--- src/include/ex_defs.svh ---
// Execute stage constants
// Data width, reset PC, RV32I opcode and funct3 codes, memory size codes

`ifndef EX_DEFS_SVH
`define EX_DEFS_SVH

`define EX_XLEN       32
`define EX_PC_INIT    32'h0000_0200

// Major opcodes
`define OPC_OP        7'b0110011
`define OPC_OP_IMM    7'b0010011
`define OPC_LUI       7'b0110111
`define OPC_AUIPC     7'b0010111
`define OPC_BRANCH    7'b1100011
`define OPC_JAL       7'b1101111
`define OPC_JALR      7'b1100111
`define OPC_LOAD      7'b0000011
`define OPC_STORE     7'b0100011

// ALU funct3
`define F3_ADD        3'b000
`define F3_SLL        3'b001
`define F3_SLT        3'b010
`define F3_SLTU       3'b011
`define F3_XOR        3'b100
`define F3_SR         3'b101
`define F3_OR         3'b110
`define F3_AND        3'b111

// Branch conditions
`define F3_BEQ        3'b000
`define F3_BNE        3'b001
`define F3_BLT        3'b100
`define F3_BGE        3'b101
`define F3_BLTU       3'b110
`define F3_BGEU       3'b111

// Load widths, stores share the low two bits
`define F3_LB         3'b000
`define F3_LH         3'b001
`define F3_LW         3'b010
`define F3_LBU        3'b100
`define F3_LHU        3'b101

`define MEM_SIZE_BYTE 2'b00
`define MEM_SIZE_HALF 2'b01
`define MEM_SIZE_WORD 2'b10

`endif
--- src/rtl/ex_pkg.sv ---
// Execute stage types
// Word, instruction and field vectors plus the LSU state encoding

`include "ex_defs.svh"

package ex_pkg;

  // Data or address word
  typedef logic [`EX_XLEN-1:0] xlen_t;

  // Raw instruction word
  typedef logic [31:0] instr_t;

  // Instruction fields
  typedef logic [6:0] opcode_t;
  typedef logic [2:0] funct3_t;

  // Holds one of the MEM_SIZE codes
  typedef logic [1:0] mem_size_t;

  // Data-memory request sequencing
  typedef enum logic
  {
    LSU_IDLE,
    LSU_WAIT
  } lsu_state_t;

endpackage

--- src/rtl/ex_operand_if.sv ---
// Issued instruction bundle
// PC, instruction word, selected operands and bubble flag towards the units

`timescale 1ns/10ps

interface ex_operand_if;
  import ex_pkg::*;

  xlen_t  pc;
  instr_t insn;
  xlen_t  opa;
  xlen_t  opb;
  logic   bubble;

  // Driven by the bypass block
  modport src
  (
    output pc, insn, opa, opb, bubble
  );

  // Read by the ALU, branch unit and LSU
  modport unit
  (
    input pc, insn, opa, opb, bubble
  );

endinterface

--- src/rtl/ex_stage.sv ---
// RV32I execute stage top
// Connects the bypass block with the ALU, branch unit and load-store unit

`timescale 1ns/10ps

module ex_stage
(
  input  logic              clk_i,
  input  logic              rst_ni,

  input  ex_pkg::xlen_t     id_pc_i,
  input  ex_pkg::instr_t    id_insn_i,
  input  logic              id_bubble_i,
  input  logic              id_bypex_opa_i,
  input  logic              id_bypex_opb_i,
  input  logic              id_userf_opa_i,
  input  logic              id_userf_opb_i,
  input  ex_pkg::xlen_t     id_opa_i,
  input  ex_pkg::xlen_t     id_opb_i,
  input  ex_pkg::xlen_t     id_imm_i,

  input  ex_pkg::xlen_t     rf_srcv1_i,
  input  ex_pkg::xlen_t     rf_srcv2_i,

  input  logic              mem_stall_i,
  output logic              ex_stall_o,

  output ex_pkg::xlen_t     ex_pc_o,
  output ex_pkg::instr_t    ex_insn_o,
  output ex_pkg::xlen_t     ex_r_o,
  output logic              ex_bubble_o,

  output ex_pkg::xlen_t     bu_nxt_pc_o,
  output logic              bu_flush_o,

  output logic              dmem_req_o,
  output ex_pkg::xlen_t     dmem_adr_o,
  output ex_pkg::mem_size_t dmem_size_o,
  output logic              dmem_we_o,
  output ex_pkg::xlen_t     dmem_d_o,
  input  ex_pkg::xlen_t     dmem_q_i,
  input  logic              dmem_ack_i
);
  import ex_pkg::*;

  logic  stall;
  logic  lsu_stall;
  xlen_t alu_r;
  xlen_t bu_r;
  xlen_t lsu_r;
  logic  alu_bubble;
  logic  bu_bubble;
  logic  lsu_bubble;

  ex_operand_if op_if ();

  ////////////////////////////////////////
  // Input side
  ////////////////////////////////////////

  ex_bypass ex_bypass_i
  (
    .op_o         (op_if.src),
    .stall_o      (stall),
    .lsu_stall_i  (lsu_stall),
    .alu_r_i      (alu_r),
    .bu_r_i       (bu_r),
    .lsu_r_i      (lsu_r),
    .alu_bubble_i (alu_bubble),
    .bu_bubble_i  (bu_bubble),
    .lsu_bubble_i (lsu_bubble),
    .*
  );

  ////////////////////////////////////////
  // Execution units
  ////////////////////////////////////////

  ex_alu ex_alu_i
  (
    .clk_i        (clk_i),
    .rst_ni       (rst_ni),
    .op_i         (op_if.unit),
    .stall_i      (stall),
    .alu_r_o      (alu_r),
    .alu_bubble_o (alu_bubble)
  );

  // Compare sources are the bypassed operands
  ex_branch_unit ex_branch_unit_i
  (
    .op_i         (op_if.unit),
    .rs1_i        (op_if.opa),
    .rs2_i        (op_if.opb),
    .imm_i        (id_imm_i),
    .stall_i      (stall),
    .bu_r_o       (bu_r),
    .bu_bubble_o  (bu_bubble),
    .*
  );

  ex_lsu ex_lsu_i
  (
    .op_i         (op_if.unit),
    .imm_i        (id_imm_i),
    .lsu_stall_o  (lsu_stall),
    .lsu_r_o      (lsu_r),
    .lsu_bubble_o (lsu_bubble),
    .*
  );

endmodule

--- src/rtl/ex_lsu.sv ---
// Load-store unit
// Sequences data-memory requests, aligns and extends load data

`timescale 1ns/10ps
`include "ex_defs.svh"

module ex_lsu
(
  input  logic              clk_i,
  input  logic              rst_ni,

  ex_operand_if.unit        op_i,
  input  ex_pkg::xlen_t     imm_i,
  input  logic              mem_stall_i,

  output logic              lsu_stall_o,
  output ex_pkg::xlen_t     lsu_r_o,
  output logic              lsu_bubble_o,

  output logic              dmem_req_o,
  output ex_pkg::xlen_t     dmem_adr_o,
  output ex_pkg::mem_size_t dmem_size_o,
  output logic              dmem_we_o,
  output ex_pkg::xlen_t     dmem_d_o,
  input  ex_pkg::xlen_t     dmem_q_i,
  input  logic              dmem_ack_i
);
  import ex_pkg::*;

  lsu_state_t state;
  opcode_t    opcode;
  funct3_t    funct3;
  funct3_t    ld_f3;
  logic       is_load;
  logic       is_store;
  logic       accept;
  mem_size_t  size;
  xlen_t      wdata;
  xlen_t      lane;
  xlen_t      load_val;

  assign opcode   = op_i.insn[6:0];
  assign funct3   = op_i.insn[14:12];
  assign is_load  = ~op_i.bubble & (opcode == `OPC_LOAD);
  assign is_store = ~op_i.bubble & (opcode == `OPC_STORE);

  // Stage only moves when idle and not held by MEM
  assign accept      = (state == LSU_IDLE) & ~mem_stall_i & (is_load | is_store);
  assign lsu_stall_o = (state == LSU_WAIT);

  // Size code and store data replicated over the lanes
  always_comb
  begin
    case (funct3[1:0])
      2'b00:
      begin
        size  = `MEM_SIZE_BYTE;
        wdata = {4{op_i.opb[7:0]}};
      end
      2'b01:
      begin
        size  = `MEM_SIZE_HALF;
        wdata = {2{op_i.opb[15:0]}};
      end
      default:
      begin
        size  = `MEM_SIZE_WORD;
        wdata = op_i.opb;
      end
    endcase
  end

  ////////////////////////////////////////
  // Load alignment
  ////////////////////////////////////////

  assign lane = dmem_q_i >> {dmem_adr_o[1:0], 3'b000};

  always_comb
  begin
    case (ld_f3)
      `F3_LB:  load_val = {{(`EX_XLEN-8){lane[7]}}, lane[7:0]};
      `F3_LH:  load_val = {{(`EX_XLEN-16){lane[15]}}, lane[15:0]};
      `F3_LBU: load_val = {{(`EX_XLEN-8){1'b0}}, lane[7:0]};
      `F3_LHU: load_val = {{(`EX_XLEN-16){1'b0}}, lane[15:0]};
      default: load_val = lane;
    endcase
  end

  ////////////////////////////////////////
  // Request FSM
  ////////////////////////////////////////

  always_ff @(posedge clk_i or negedge rst_ni)
  begin
    if (!rst_ni)
    begin
      state        <= LSU_IDLE;
      dmem_req_o   <= 1'b0;
      dmem_we_o    <= 1'b0;
      lsu_bubble_o <= 1'b1;
    end
    else
    begin
      case (state)
        LSU_IDLE:
        begin
          if (!mem_stall_i)
            lsu_bubble_o <= 1'b1;
          if (accept)
          begin
            state      <= LSU_WAIT;
            dmem_req_o <= 1'b1;
            dmem_we_o  <= is_store;
          end
        end
        default:
        begin
          if (dmem_ack_i)
          begin
            state        <= LSU_IDLE;
            dmem_req_o   <= 1'b0;
            dmem_we_o    <= 1'b0;
            // Result only for loads
            lsu_bubble_o <= dmem_we_o;
          end
        end
      endcase
    end
  end

  always_ff @(posedge clk_i)
  begin
    if (accept)
    begin
      dmem_adr_o  <= op_i.opa + imm_i;
      dmem_size_o <= size;
      dmem_d_o    <= wdata;
      ld_f3       <= funct3;
    end
    if (state == LSU_WAIT && dmem_ack_i && !dmem_we_o)
      lsu_r_o <= load_val;
  end

endmodule

--- src/rtl/ex_branch_unit.sv ---
// Branch unit
// Resolves branches and jumps, produces next PC, link value and flush pulse

`timescale 1ns/10ps
`include "ex_defs.svh"

module ex_branch_unit
(
  input  logic          clk_i,
  input  logic          rst_ni,

  ex_operand_if.unit    op_i,
  input  ex_pkg::xlen_t rs1_i,
  input  ex_pkg::xlen_t rs2_i,
  input  ex_pkg::xlen_t imm_i,
  input  logic          stall_i,

  output ex_pkg::xlen_t bu_nxt_pc_o,
  output ex_pkg::xlen_t bu_r_o,
  output logic          bu_flush_o,
  output logic          bu_bubble_o
);
  import ex_pkg::*;

  opcode_t opcode;
  funct3_t funct3;
  logic    is_branch;
  logic    is_jal;
  logic    is_jalr;
  logic    is_jump;
  logic    cond;
  logic    taken;
  xlen_t   jalr_tgt;
  xlen_t   nxt_pc;

  assign opcode    = op_i.insn[6:0];
  assign funct3    = op_i.insn[14:12];
  assign is_branch = ~op_i.bubble & (opcode == `OPC_BRANCH);
  assign is_jal    = ~op_i.bubble & (opcode == `OPC_JAL);
  assign is_jalr   = ~op_i.bubble & (opcode == `OPC_JALR);
  assign is_jump   = is_jal | is_jalr;

  always_comb
  begin
    case (funct3)
      `F3_BEQ:  cond = rs1_i == rs2_i;
      `F3_BNE:  cond = rs1_i != rs2_i;
      `F3_BLT:  cond = $signed(rs1_i) < $signed(rs2_i);
      `F3_BGE:  cond = $signed(rs1_i) >= $signed(rs2_i);
      `F3_BLTU: cond = rs1_i < rs2_i;
      `F3_BGEU: cond = rs1_i >= rs2_i;
      default:  cond = 1'b0;
    endcase
  end

  assign taken = (is_branch & cond) | is_jump;

  // JALR target has bit 0 forced low
  assign jalr_tgt = rs1_i + imm_i;

  always_comb
  begin
    if (is_jalr)
      nxt_pc = {jalr_tgt[`EX_XLEN-1:1], 1'b0};
    else if (is_branch || is_jal)
      nxt_pc = op_i.pc + imm_i;
    else
      nxt_pc = op_i.pc + `EX_XLEN'd4;
  end

  ////////////////////////////////////////
  // Output registers
  ////////////////////////////////////////

  always_ff @(posedge clk_i or negedge rst_ni)
  begin
    if (!rst_ni)
    begin
      bu_flush_o  <= 1'b0;
      bu_bubble_o <= 1'b1;
    end
    else if (!stall_i)
    begin
      bu_flush_o  <= taken;
      bu_bubble_o <= ~is_jump;
    end
    else
      // Single pulse, never stretched by a stall
      bu_flush_o <= 1'b0;
  end

  always_ff @(posedge clk_i)
  begin
    if (!stall_i)
    begin
      bu_nxt_pc_o <= nxt_pc;
      bu_r_o      <= op_i.pc + `EX_XLEN'd4;
    end
  end

endmodule

--- src/rtl/ex_alu.sv ---
// Integer ALU
// Registered RV32I OP, OP-IMM, LUI and AUIPC results

`timescale 1ns/10ps
`include "ex_defs.svh"

module ex_alu
(
  input  logic          clk_i,
  input  logic          rst_ni,

  ex_operand_if.unit    op_i,
  input  logic          stall_i,

  output ex_pkg::xlen_t alu_r_o,
  output logic          alu_bubble_o
);
  import ex_pkg::*;

  opcode_t    opcode;
  funct3_t    funct3;
  logic       alt;
  logic [4:0] shamt;
  logic       is_alu;
  xlen_t      res;

  assign opcode = op_i.insn[6:0];
  assign funct3 = op_i.insn[14:12];
  // funct7 bit 5 picks SUB and SRA
  assign alt    = op_i.insn[30];
  assign shamt  = op_i.opb[4:0];

  ////////////////////////////////////////
  // Result select
  ////////////////////////////////////////

  always_comb
  begin
    is_alu = 1'b1;
    res    = op_i.opa + op_i.opb;
    case (opcode)
      // Decode already prepared the upper immediate and the PC
      `OPC_LUI,
      `OPC_AUIPC:
        res = op_i.opa + op_i.opb;
      `OPC_OP,
      `OPC_OP_IMM:
        case (funct3)
          `F3_ADD:
          begin
            if (alt && opcode == `OPC_OP)
              res = op_i.opa - op_i.opb;
            else
              res = op_i.opa + op_i.opb;
          end
          `F3_SLL:  res = op_i.opa << shamt;
          `F3_SLT:  res = {{(`EX_XLEN-1){1'b0}}, $signed(op_i.opa) < $signed(op_i.opb)};
          `F3_SLTU: res = {{(`EX_XLEN-1){1'b0}}, op_i.opa < op_i.opb};
          `F3_XOR:  res = op_i.opa ^ op_i.opb;
          `F3_SR:
          begin
            if (alt)
              res = $signed(op_i.opa) >>> shamt;
            else
              res = op_i.opa >> shamt;
          end
          `F3_OR:   res = op_i.opa | op_i.opb;
          default:  res = op_i.opa & op_i.opb;
        endcase
      default:
        is_alu = 1'b0;
    endcase
  end

  ////////////////////////////////////////
  // Output registers
  ////////////////////////////////////////

  always_ff @(posedge clk_i or negedge rst_ni)
  begin
    if (!rst_ni)
      alu_bubble_o <= 1'b1;
    else if (!stall_i)
      alu_bubble_o <= op_i.bubble | ~is_alu;
  end

  always_ff @(posedge clk_i)
  begin
    if (!stall_i)
      alu_r_o <= res;
  end

endmodule

--- src/rtl/ex_bypass.sv ---
// EX input side
// ID/EX registers, operand bypass, unit result merge and stall combine

`timescale 1ns/10ps
`include "ex_defs.svh"

module ex_bypass
(
  input  logic           clk_i,
  input  logic           rst_ni,

  input  ex_pkg::xlen_t  id_pc_i,
  input  ex_pkg::instr_t id_insn_i,
  input  logic           id_bubble_i,

  input  logic           id_bypex_opa_i,
  input  logic           id_bypex_opb_i,
  input  logic           id_userf_opa_i,
  input  logic           id_userf_opb_i,
  input  ex_pkg::xlen_t  id_opa_i,
  input  ex_pkg::xlen_t  id_opb_i,
  input  ex_pkg::xlen_t  rf_srcv1_i,
  input  ex_pkg::xlen_t  rf_srcv2_i,

  input  logic           mem_stall_i,
  input  logic           lsu_stall_i,

  input  ex_pkg::xlen_t  alu_r_i,
  input  ex_pkg::xlen_t  bu_r_i,
  input  ex_pkg::xlen_t  lsu_r_i,
  input  logic           alu_bubble_i,
  input  logic           bu_bubble_i,
  input  logic           lsu_bubble_i,

  ex_operand_if.src      op_o,

  output logic           stall_o,
  output logic           ex_stall_o,
  output ex_pkg::xlen_t  ex_pc_o,
  output ex_pkg::instr_t ex_insn_o,
  output ex_pkg::xlen_t  ex_r_o,
  output logic           ex_bubble_o
);
  import ex_pkg::*;

  // EX result first, then register file, then decode operand
  function automatic xlen_t sel_operand(input logic  userf,
                                        input logic  bypex,
                                        input xlen_t rf_val,
                                        input xlen_t id_val,
                                        input xlen_t ex_val);
    if (bypex)
      return ex_val;
    else if (userf)
      return rf_val;
    else
      return id_val;
  endfunction

  ////////////////////////////////////////
  // Operands towards the units
  ////////////////////////////////////////

  assign op_o.pc     = id_pc_i;
  assign op_o.insn   = id_insn_i;
  assign op_o.bubble = id_bubble_i;
  assign op_o.opa    = sel_operand(id_userf_opa_i, id_bypex_opa_i, rf_srcv1_i, id_opa_i, ex_r_o);
  assign op_o.opb    = sel_operand(id_userf_opb_i, id_bypex_opb_i, rf_srcv2_i, id_opb_i, ex_r_o);

  // Any stall source freezes the whole stage
  assign stall_o    = mem_stall_i | lsu_stall_i;
  assign ex_stall_o = stall_o;

  ////////////////////////////////////////
  // ID/EX registers
  ////////////////////////////////////////

  always_ff @(posedge clk_i or negedge rst_ni)
  begin
    if (!rst_ni)
      ex_pc_o <= `EX_PC_INIT;
    else if (!ex_stall_o)
      ex_pc_o <= id_pc_i;
  end

  always_ff @(posedge clk_i)
  begin
    if (!ex_stall_o)
      ex_insn_o <= id_insn_i;
  end

  // Load data wins over the link value, ALU result otherwise
  always_comb
  begin
    if (!lsu_bubble_i)
      ex_r_o = lsu_r_i;
    else if (!bu_bubble_i)
      ex_r_o = bu_r_i;
    else
      ex_r_o = alu_r_i;
  end

  assign ex_bubble_o = alu_bubble_i & bu_bubble_i & lsu_bubble_i;

endmodule

--- config.mk ---
export PLATFORM = sky130hd
export DESIGN_NAME = ex_stage
export DESIGN_NICKNAME = d
export VERILOG_FILES = /design/src/rtl/ex_pkg.sv /design/src/rtl/ex_operand_if.sv /design/src/rtl/ex_stage.sv /design/src/rtl/ex_lsu.sv /design/src/rtl/ex_branch_unit.sv /design/src/rtl/ex_alu.sv /design/src/rtl/ex_bypass.sv
export VERILOG_INCLUDE_DIRS = /design/src /design/src/include
export SDC_FILE = /design/constraint.sdc
export NUM_CORES = 1
export LEC_CHECK = 0
export ABC_CLOCK_PERIOD_IN_PS = 14700
export BUFFER_PORTS_ARGS = -buffer_cell sky130_fd_sc_hd__buf_2
export CAP_MARGIN = 20
export CORE_ASPECT_RATIO = 0.5
export CORE_MARGIN = 2
export CORE_UTILIZATION = 39
export CTS_BUF_LIST = sky130_fd_sc_hd__clkbuf_8
export DETAILED_ROUTE_END_ITERATION = 7
export SLEW_MARGIN = 20
export SYNTH_ARGS = -nofsm -noshare
export SYNTH_HDL_FRONTEND = slang
export SYNTH_SLANG_ARGS = --single-unit
--- constraint.sdc ---
create_clock -name clk_i -period 14.7 [get_ports clk_i]
set_input_delay 0.735 -clock clk_i [delete_from_list [all_inputs] [get_ports clk_i]]
set_output_delay 0.735 -clock clk_i [all_outputs]
set_load 0.05 [all_outputs]
==> results.toml, run 1 <==
[clocking]
cts_buffer_depth = 3
cts_buffers = 44
clk_pin_slew_ns = 0.07
cts_hold_buf = 0
cts_resized = 0
clock_sinks = 268
cts_root_buf = "clkbuf_8"
insertion_delay_ns = 0.69
cts_tree = "done"
htreeDepth = 2
cts_setup_buffers = 0

[yosys]
synth.area.top_cells = "edfxtp_1 (28%), mux2i_1 (8.5%), ha_1 (8.2%)"
synthesis.nets = 3266
yosys_warnings = 0
synthCells = 2837
synth_top_area_share_pct = 28.2
synth-seq-area-share_pct = 32.3
synth_edf_count = 229
synth_top_area_cell = "edfxtp_1"
synthArstFlopShare_pct = 14.6
synth-main-ff-cell = "edfxtp_1"
netlist_area_sq_um = 24300
syn_area_per_cell_sq_um = 8.58
ys_types = 88
synth-seq-cells = 268

[power]
totalPowerFinal_uw = 4530
sw_frac_of_total_pct = 52.1
p_comb_share_pct = 60.3
power.switching_uw = 2360
p_leak_uw = 0.0125
max-vdd-ir-drop_uv = 76.6
internal_power_uw = 2170
power_frac_clock_pct = 17.7
power_density_nw_per_um2 = 159
power_frac_seq_pct = 22.0

[setup_path]
path_buf_inv = 5
required_ns = 15.18
cp_slowest_stage_delay_ns = 0.82
cp-start-kind = "flop"
worstPathCellList = "buf_4 > a21oi_2 > a21oi_4 > buf_4 > inv_2 > buf_4 > ha_1 > fa_1 > a211oi_1 > o21ai_0 > a21o_1 > o21ai_0 > o31ai_1 > buf_4 > a311oi_2 > o21bai_1 > a221oi_1 > xnor2_1 > nand2_1 > a221oi_1"
crit_top_cell = "buf_4"
crit_family = "compound AO/OA/AOI/OAI gates"
critPathMaxFanout = 52
end_kind = "flop"
worst-setup-path-type = "flop to flop"
worstPathArrival_ns = 7.42
critPathSlowestCell = "dfstp_2"

[global_routing]
grt_usage_pct = 39.4
grt_max_degree = 65
use_met3_pct = 15.0
grt_use_met1_pct = 56.2
grt-ovfl-total = 0
grt_first_pass_wirelength_mm = 182
busiest_layer = "met1"
grt_pass1_vias = 24000
grt_antenna_before_repair = 10
grtUsageMet2_pct = 54.9

[status]
outcome = "finished, final reports clean"

[place]
hpwl_mm = 103
gp_congestion = 1.12
placed_cell_area_sq_um = 27500
port_buffers = 463

[timing]
rsz0062_at_grt = "no"
tns_ns = 0
fin_crit_ns = 6.94
min_period_over_period_pct = 47.2
fmax_mhz = 144
slew_headroom_pct = 9.71
setup_violations = 0
final_hold_viol_count = 0
maxSlewViolCount = 0
worst_pin_slew_ns = 1.34
fin_skew_ns = 0.0642

[route]
vias = 26000
via_per_inst = 6.35
drc = 0
final_antenna_net_count = 0
routed_wl_mm = 132
drt_iter0_markers = 4001
wl_per_cell_um = 32.1
first_pass_iters = 6

[cells_and_area]
design_area_sq_um = 28500
final_cell_mix = "buf_2 (464), a21oi_1 (345), nor2_1 (306)"
drive_gt1_share_pct = 21.8
area_growth_pct = 17.0
nNetsFinal = 3668
final_common_cell = "buf_2"

[worst_hold_path]
hp-class = "input pin to asynchronous set/reset pin"

[die]
core_sq_um = 61400
rows = 64
die_h_um = 181
die-area_sq_um = 64600
chipWidth_um = 357
start_util_pct = 39.6
pin_count = 464

[flow_run]
max_cap_viol_count = 0
## cells by family after synthesis
kind of cell | after synthesis | synth area share (%)
AO/OA/AOI/OAI | 909 | 23.4
XOR/XNOR | 133 | 4.78
adder cells (fa/ha/maj) | 164 | 8.55
buffers and inverters | 302 | 5.24
flip-flops | 268 | 32.3
multiplexers | 266 | 11.3
AND/OR/NAND/NOR | 795 | 14.4
## metrics by stage
stage / worst slack (ns) / util [%] / hold slack, ns / instances
2_1_floorplan: 7.99 / - / 0.439 / 2837
3_3_place_gp: 7.81 / 44.7 / 0.461 / 4017
5_1_grt: 7.48 / 46.4 / 0.227 / 4098
4_1_cts: 7.73 / 46.4 / 0.192 / 4098
6_report: 7.76 / 46.4 / 0.195 / 4099
3_5_place_dp: 7.76 / 44.7 / 0.485 / 4018
## cell usage after synthesis (all sizes together), types with 5 or more instances
library cell and count:
o21bai 25, o2111ai 5, a21boi 8, dfrtp 35, mux2i 209, nand4 14, a2111oi 5, xnor2 102
a311oi 10, nor2 311, a22oi 8, and3 22, nand3 52, o22ai 32, ha 160, a31oi 25
a221oi 27, nor4 8, and2 6, mux2 56, inv 121, o211ai 25, nor3 47, edfxtp 229
nor2b 28, o32ai 6, o41ai 7, or4 5, o21ai 175, a21oi 356, clkbuf 96, nand2b 24
o31a 7, a21o 57, o221ai 12, o21a 15, o31ai 18, a221o 9, xor2 31, buf 83
or3 14, or2 7, nand2 243, a211oi 48
## power groups by stage
| stage | clock, uW | combinational [uW] | sequential (uW) |
|---|---|---|---|
| 2_1_floorplan | 0 | 1600 | 1050 |
| 3_3_place_gp | 0 | 2610 | 1010 |
| 3_5_place_dp | 0 | 2590 | 1010 |
| 4_1_cts | 801 | 2610 | 993 |
| 5_1_grt | 831 | 2830 | 1000 |
| 6_report | 800 | 2740 | 998 |
## worst paths after layout
path | cells after the start | endpoint | slack [ns] | from
min in group clk_i | 1 | ex_bypass_i.ex_insn_o[18] | 0.27 | id_insn_i[18]
min reg2reg | 1 | ex_bypass_i.ex_pc_o[4] | 0.50 | ex_bypass_i.ex_pc_o[4]
min | 2 | ex_branch_unit_i.bu_flush_o | 0.20 | rst_ni
max | 20 | ex_alu_i.alu_r_o[28] | 7.76 | ex_lsu_i.lsu_bubble_o
max in group asynchronous | 2 | ex_bypass_i.ex_pc_o[16] | 14.00 | rst_ni
max reg2reg | 20 | ex_alu_i.alu_r_o[28] | 7.76 | ex_lsu_i.lsu_bubble_o
## flip-flops by register name, summed over array words and instances, names as in the netlist
name and flops:
ex_branch_unit_i.bu_flush_o 1, ex_bypass_i.ex_pc_o 32, ex_alu_i.alu_bubble_o 1, ex_lsu_i.dmem_d_o 32, ex_lsu_i.lsu_r_o 32, ex_branch_unit_i.bu_nxt_pc_o 32, ex_branch_unit_i.bu_bubble_o 1, ex_lsu_i.dmem_we_o 1
ex_lsu_i.dmem_req_o 1, ex_lsu_i.ld_f3 3, ex_lsu_i.lsu_stall_o 1, ex_lsu_i.dmem_adr_o 32, ex_branch_unit_i.bu_r_o 32, ex_lsu_i.dmem_size_o 2, ex_lsu_i.lsu_bubble_o 1, ex_bypass_i.ex_insn_o 32
ex_alu_i.alu_r_o 32
## layout make-up
class                           count  area [sq um]
Sequential cell                   268          7860
Inverter                          123           467
Clock buffer                       47           647
Fill cell                        6135         32900
Antenna cell                        1          2.50
Timing Repair Buffer              535          2860
Clock inverter                     33           344
Multi-Input combinational cell   2267         15300
Tap cell                          825          1030
## per-layer routing
layer / wire, um / vias up
met5: 38 / -
met4: 3970 / 6
met3: 19100 / 242
met2: 52700 / 1798
met1: 55800 / 12700
li1: - / 11200
No activity file was read; power rests on OpenSTA's default activity.
==> run 2: changes to the inputs <==
Settings changed: ABC_AREA set to 1, ABC_CLOCK_PERIOD_IN_PS 14700 to 5700.
Clock period 14.7 ns to 5.7 ns, I/O delays scaled along.
==> run 2 against run 1 <==
Effect of this change:
- synthesized area increased by 6.9%
- wire length increased by 8.7%
- sequential cell count is the same
- non-clock buffer count increased by 100
- register-to-register slack worse by 7.2 ns
- critical path type unchanged
- critical endpoint is now ex_alu_i.alu_r_o[6]
- largest cell class unchanged
==> results.toml, run 2 <==
[yosys]
synth_edf_count = 229
synthArstFlopShare_pct = 14.6
synth_top_family_by_area = "simple AND/OR/NAND/NOR gates"
synth_xor_area_share_pct = 2.76
synth-main-ff-cell = "edfxtp_1"
synthCells = 3867
synth_top_area_share_pct = 26.4
netlist_area_sq_um = 26000
yosys_warnings = 0
yosysMostFrequentCell = "nand2_1"
synth-adder-area-share_pct = 8.00
ys_types = 54
synth-seq-area-share_pct = 30.2
synth.area.top_cells = "edfxtp_1 (26%), nand2_1 (16%), nand3_1 (9.9%)"
yosys-mux-area-fraction_pct = 0.308
synth-seq-cells = 268
synth-compound-area-share_pct = 15.4
synth-simple-area-share_pct = 34.5
synthesis.nets = 4296
yosys-top-cells-count = "nand2_1 (1104), nand3_1 (516), inv_1 (372)"
synth_top_area_cell = "edfxtp_1"
syn_area_per_cell_sq_um = 6.73

[clocking]
clock_sinks = 268
cts_resized = 0
cts_root_buf = "clkbuf_8"
cts_tree = "done"
htreeDepth = 2
cts_buffer_depth = 3
cts_buffers = 46
clk_pin_slew_ns = 0.08
insertion_delay_ns = 0.75

[place]
place_ws_ns = 0.824
gp_congestion = 1.10
port_buffers = 463
hpwl_mm = 114
dp.cells = 5133

[cells_and_area]
instances_no_fill = 5298
final_util_pct = 47.8
final_common_cell = "nand2_1"
area_growth_pct = 20.2
drive_gt1_share_pct = 16.5
final_cell_mix = "nand2_1 (1103), nand3_1 (515), buf_2 (463)"
nNetsFinal = 4801

[power]
p_leak_uw = 0.0151
power_density_nw_per_um2 = 323
max-vdd-ir-drop_uv = 197

[timing]
tns_ns = 0
slew_headroom_pct = 25.6
fin_ws_ns = 0.563
min_period_over_period_pct = 90.1
fmax_mhz = 195
worst_pin_slew_ns = 1.10
fin_skew_ns = 0.0863
final_hold_viol_count = 0
setup_violations = 0
fin_crit_ns = 5.14
rsz0062_at_grt = "no"
maxSlewViolCount = 0

[die]
core_sq_um = 65500
pin_count = 464
die_h_um = 187
die-area_sq_um = 68900
rows = 66
chipWidth_um = 369
start_util_pct = 39.7

[global_routing]
grt_antenna_before_repair = 5
grt_pass1_vias = 28700
grt-ovfl-total = 0
grt_usage_pct = 40.0
grt_max_degree = 149
grt_first_pass_wirelength_mm = 201

[setup_path]
worst-setup-path-type = "flop to flop"
worstPathArrival_ns = 5.57
required_ns = 6.14
cp-start-kind = "flop"
rr_startpoint = "ex_branch_unit_i.bu_bubble_o"
critPathLaunch = "ex_branch_unit_i.bu_bubble_o"
end_kind = "flop"
critPathMaxFanout = 34

[route]
vias = 31000
drt_iter0_markers = 4456
final_antenna_net_count = 0
via_per_inst = 5.85
routed_wl_mm = 143
first_pass_iters = 8
drc = 0
wl_per_cell_um = 27.0

[status]
outcome = "finished, final reports clean"

[worst_hold_path]
hp-class = "input pin to flop"
hp-start = "dmem_q_i[27]"

[flow_run]
max_cap_viol_count = 0
run 2: changes by cell type in the layout (fill, tap and decap cells not counted), moves of 52 or more:
cell           change
nand2_1          +860
nand3_1          +465
inv_1            +253
mux2i_1          -198
a21oi_1          -110
xnor2_1           -79
dlygate4sd3_1     +75
o21ai_0           +61
mux2_2            -52
run 2: cell families after synthesis:
group / after synthesis
and+or+nand+nor: 2085
AOI/OAI and AO/OA: 696
buffers and inverters: 564
DFF: 268
adders and majority gates: 164
xor gates and xnor gates: 82
muxes: 8
run 2: metrics by stage:
| stage | hold WS (ns) | total power [uW] | cell area, sq um |
|---|---|---|---|
| 2_1_floorplan | -0.0106 | 5660 | 26000 |
| 3_3_place_gp | 0.449 | 7650 | 29400 |
| 3_5_place_dp | 0.454 | 7610 | 29400 |
| 4_1_cts | 0.00154 | 9890 | 31300 |
| 5_1_grt | 0.0304 | 10500 | 31300 |
| 6_report | 0.0386 | 10100 | 31300 |
run 2: area by class of cell:
| class | count | area, sq um |
|---|---|---|
| Fill cell | 6833 | 34200 |
| Multi-Input combinational cell | 3035 | 15900 |
| Sequential cell | 268 | 7860 |
| Timing Repair Buffer | 635 | 3830 |
| Inverter | 386 | 1450 |
| Tap cell | 884 | 1110 |
| Clock buffer | 53 | 729 |
| Clock inverter | 33 | 358 |
| Antenna cell | 4 | 10.0 |
run 2: what timing repair did:
item / in CTS / in global routing
endpoints found under the hold margin: 114 / 0
buffers inserted: 0 / 0
hold buffers: 75 / 0
run 2: path summary, 6_finish.rpt:
| check | to | slack, ns | depth (start not counted) |
|---|---|---|---|
| setup reg to reg | ex_alu_i.alu_r_o[6] | 0.56 | 18 |
| max in group asynchronous | ex_bypass_i.ex_pc_o[1] | 4.79 | 2 |
| min in group asynchronous | ex_branch_unit_i.bu_flush_o | 0.26 | 2 |
| setup / recovery | ex_alu_i.alu_r_o[6] | 0.56 | 18 |
| hold / removal | ex_lsu_i.lsu_r_o[19] | 0.04 | 3 |
| hold reg to reg | ex_bypass_i.ex_pc_o[16] | 0.47 | 2 |
run 2: routing by layer:
layer	GRT usage [%]	part of all wire, %
met5	0	0.11
met4	16.1	4.6
met3	12.3	12
met2	58.3	41
met1	54.8	41
run 2: worst max-delay path: stages (launching register included):
cell	delay, ns
dfstp_2	0.58
buf_4	0.37
nand2_1	0.09
nand3_1	0.12
o21ai_1	0.12
o21ai_1	0.82
fa_1	0.37
nand2_1	0.09
nand3_1	0.09
o21ai_0	0.08
buf_4	0.17
o21ai_0	0.41
xor2_1	0.31
nand2_1	0.09
a31oi_1	0.35
nand2_1	0.18
nand3b_1	0.40
nand3_1	0.16
nand2_1	0.09
run 2: report_power, final:
group / internal (uW) / leakage, uW / switching (uW)
logic: 1440 / 0.0118 / 3920
registers: 2370 / 0.00264 / 171
clock network: 1190 / 0.000589 / 1040
total: 4990 / 0.0151 / 5130
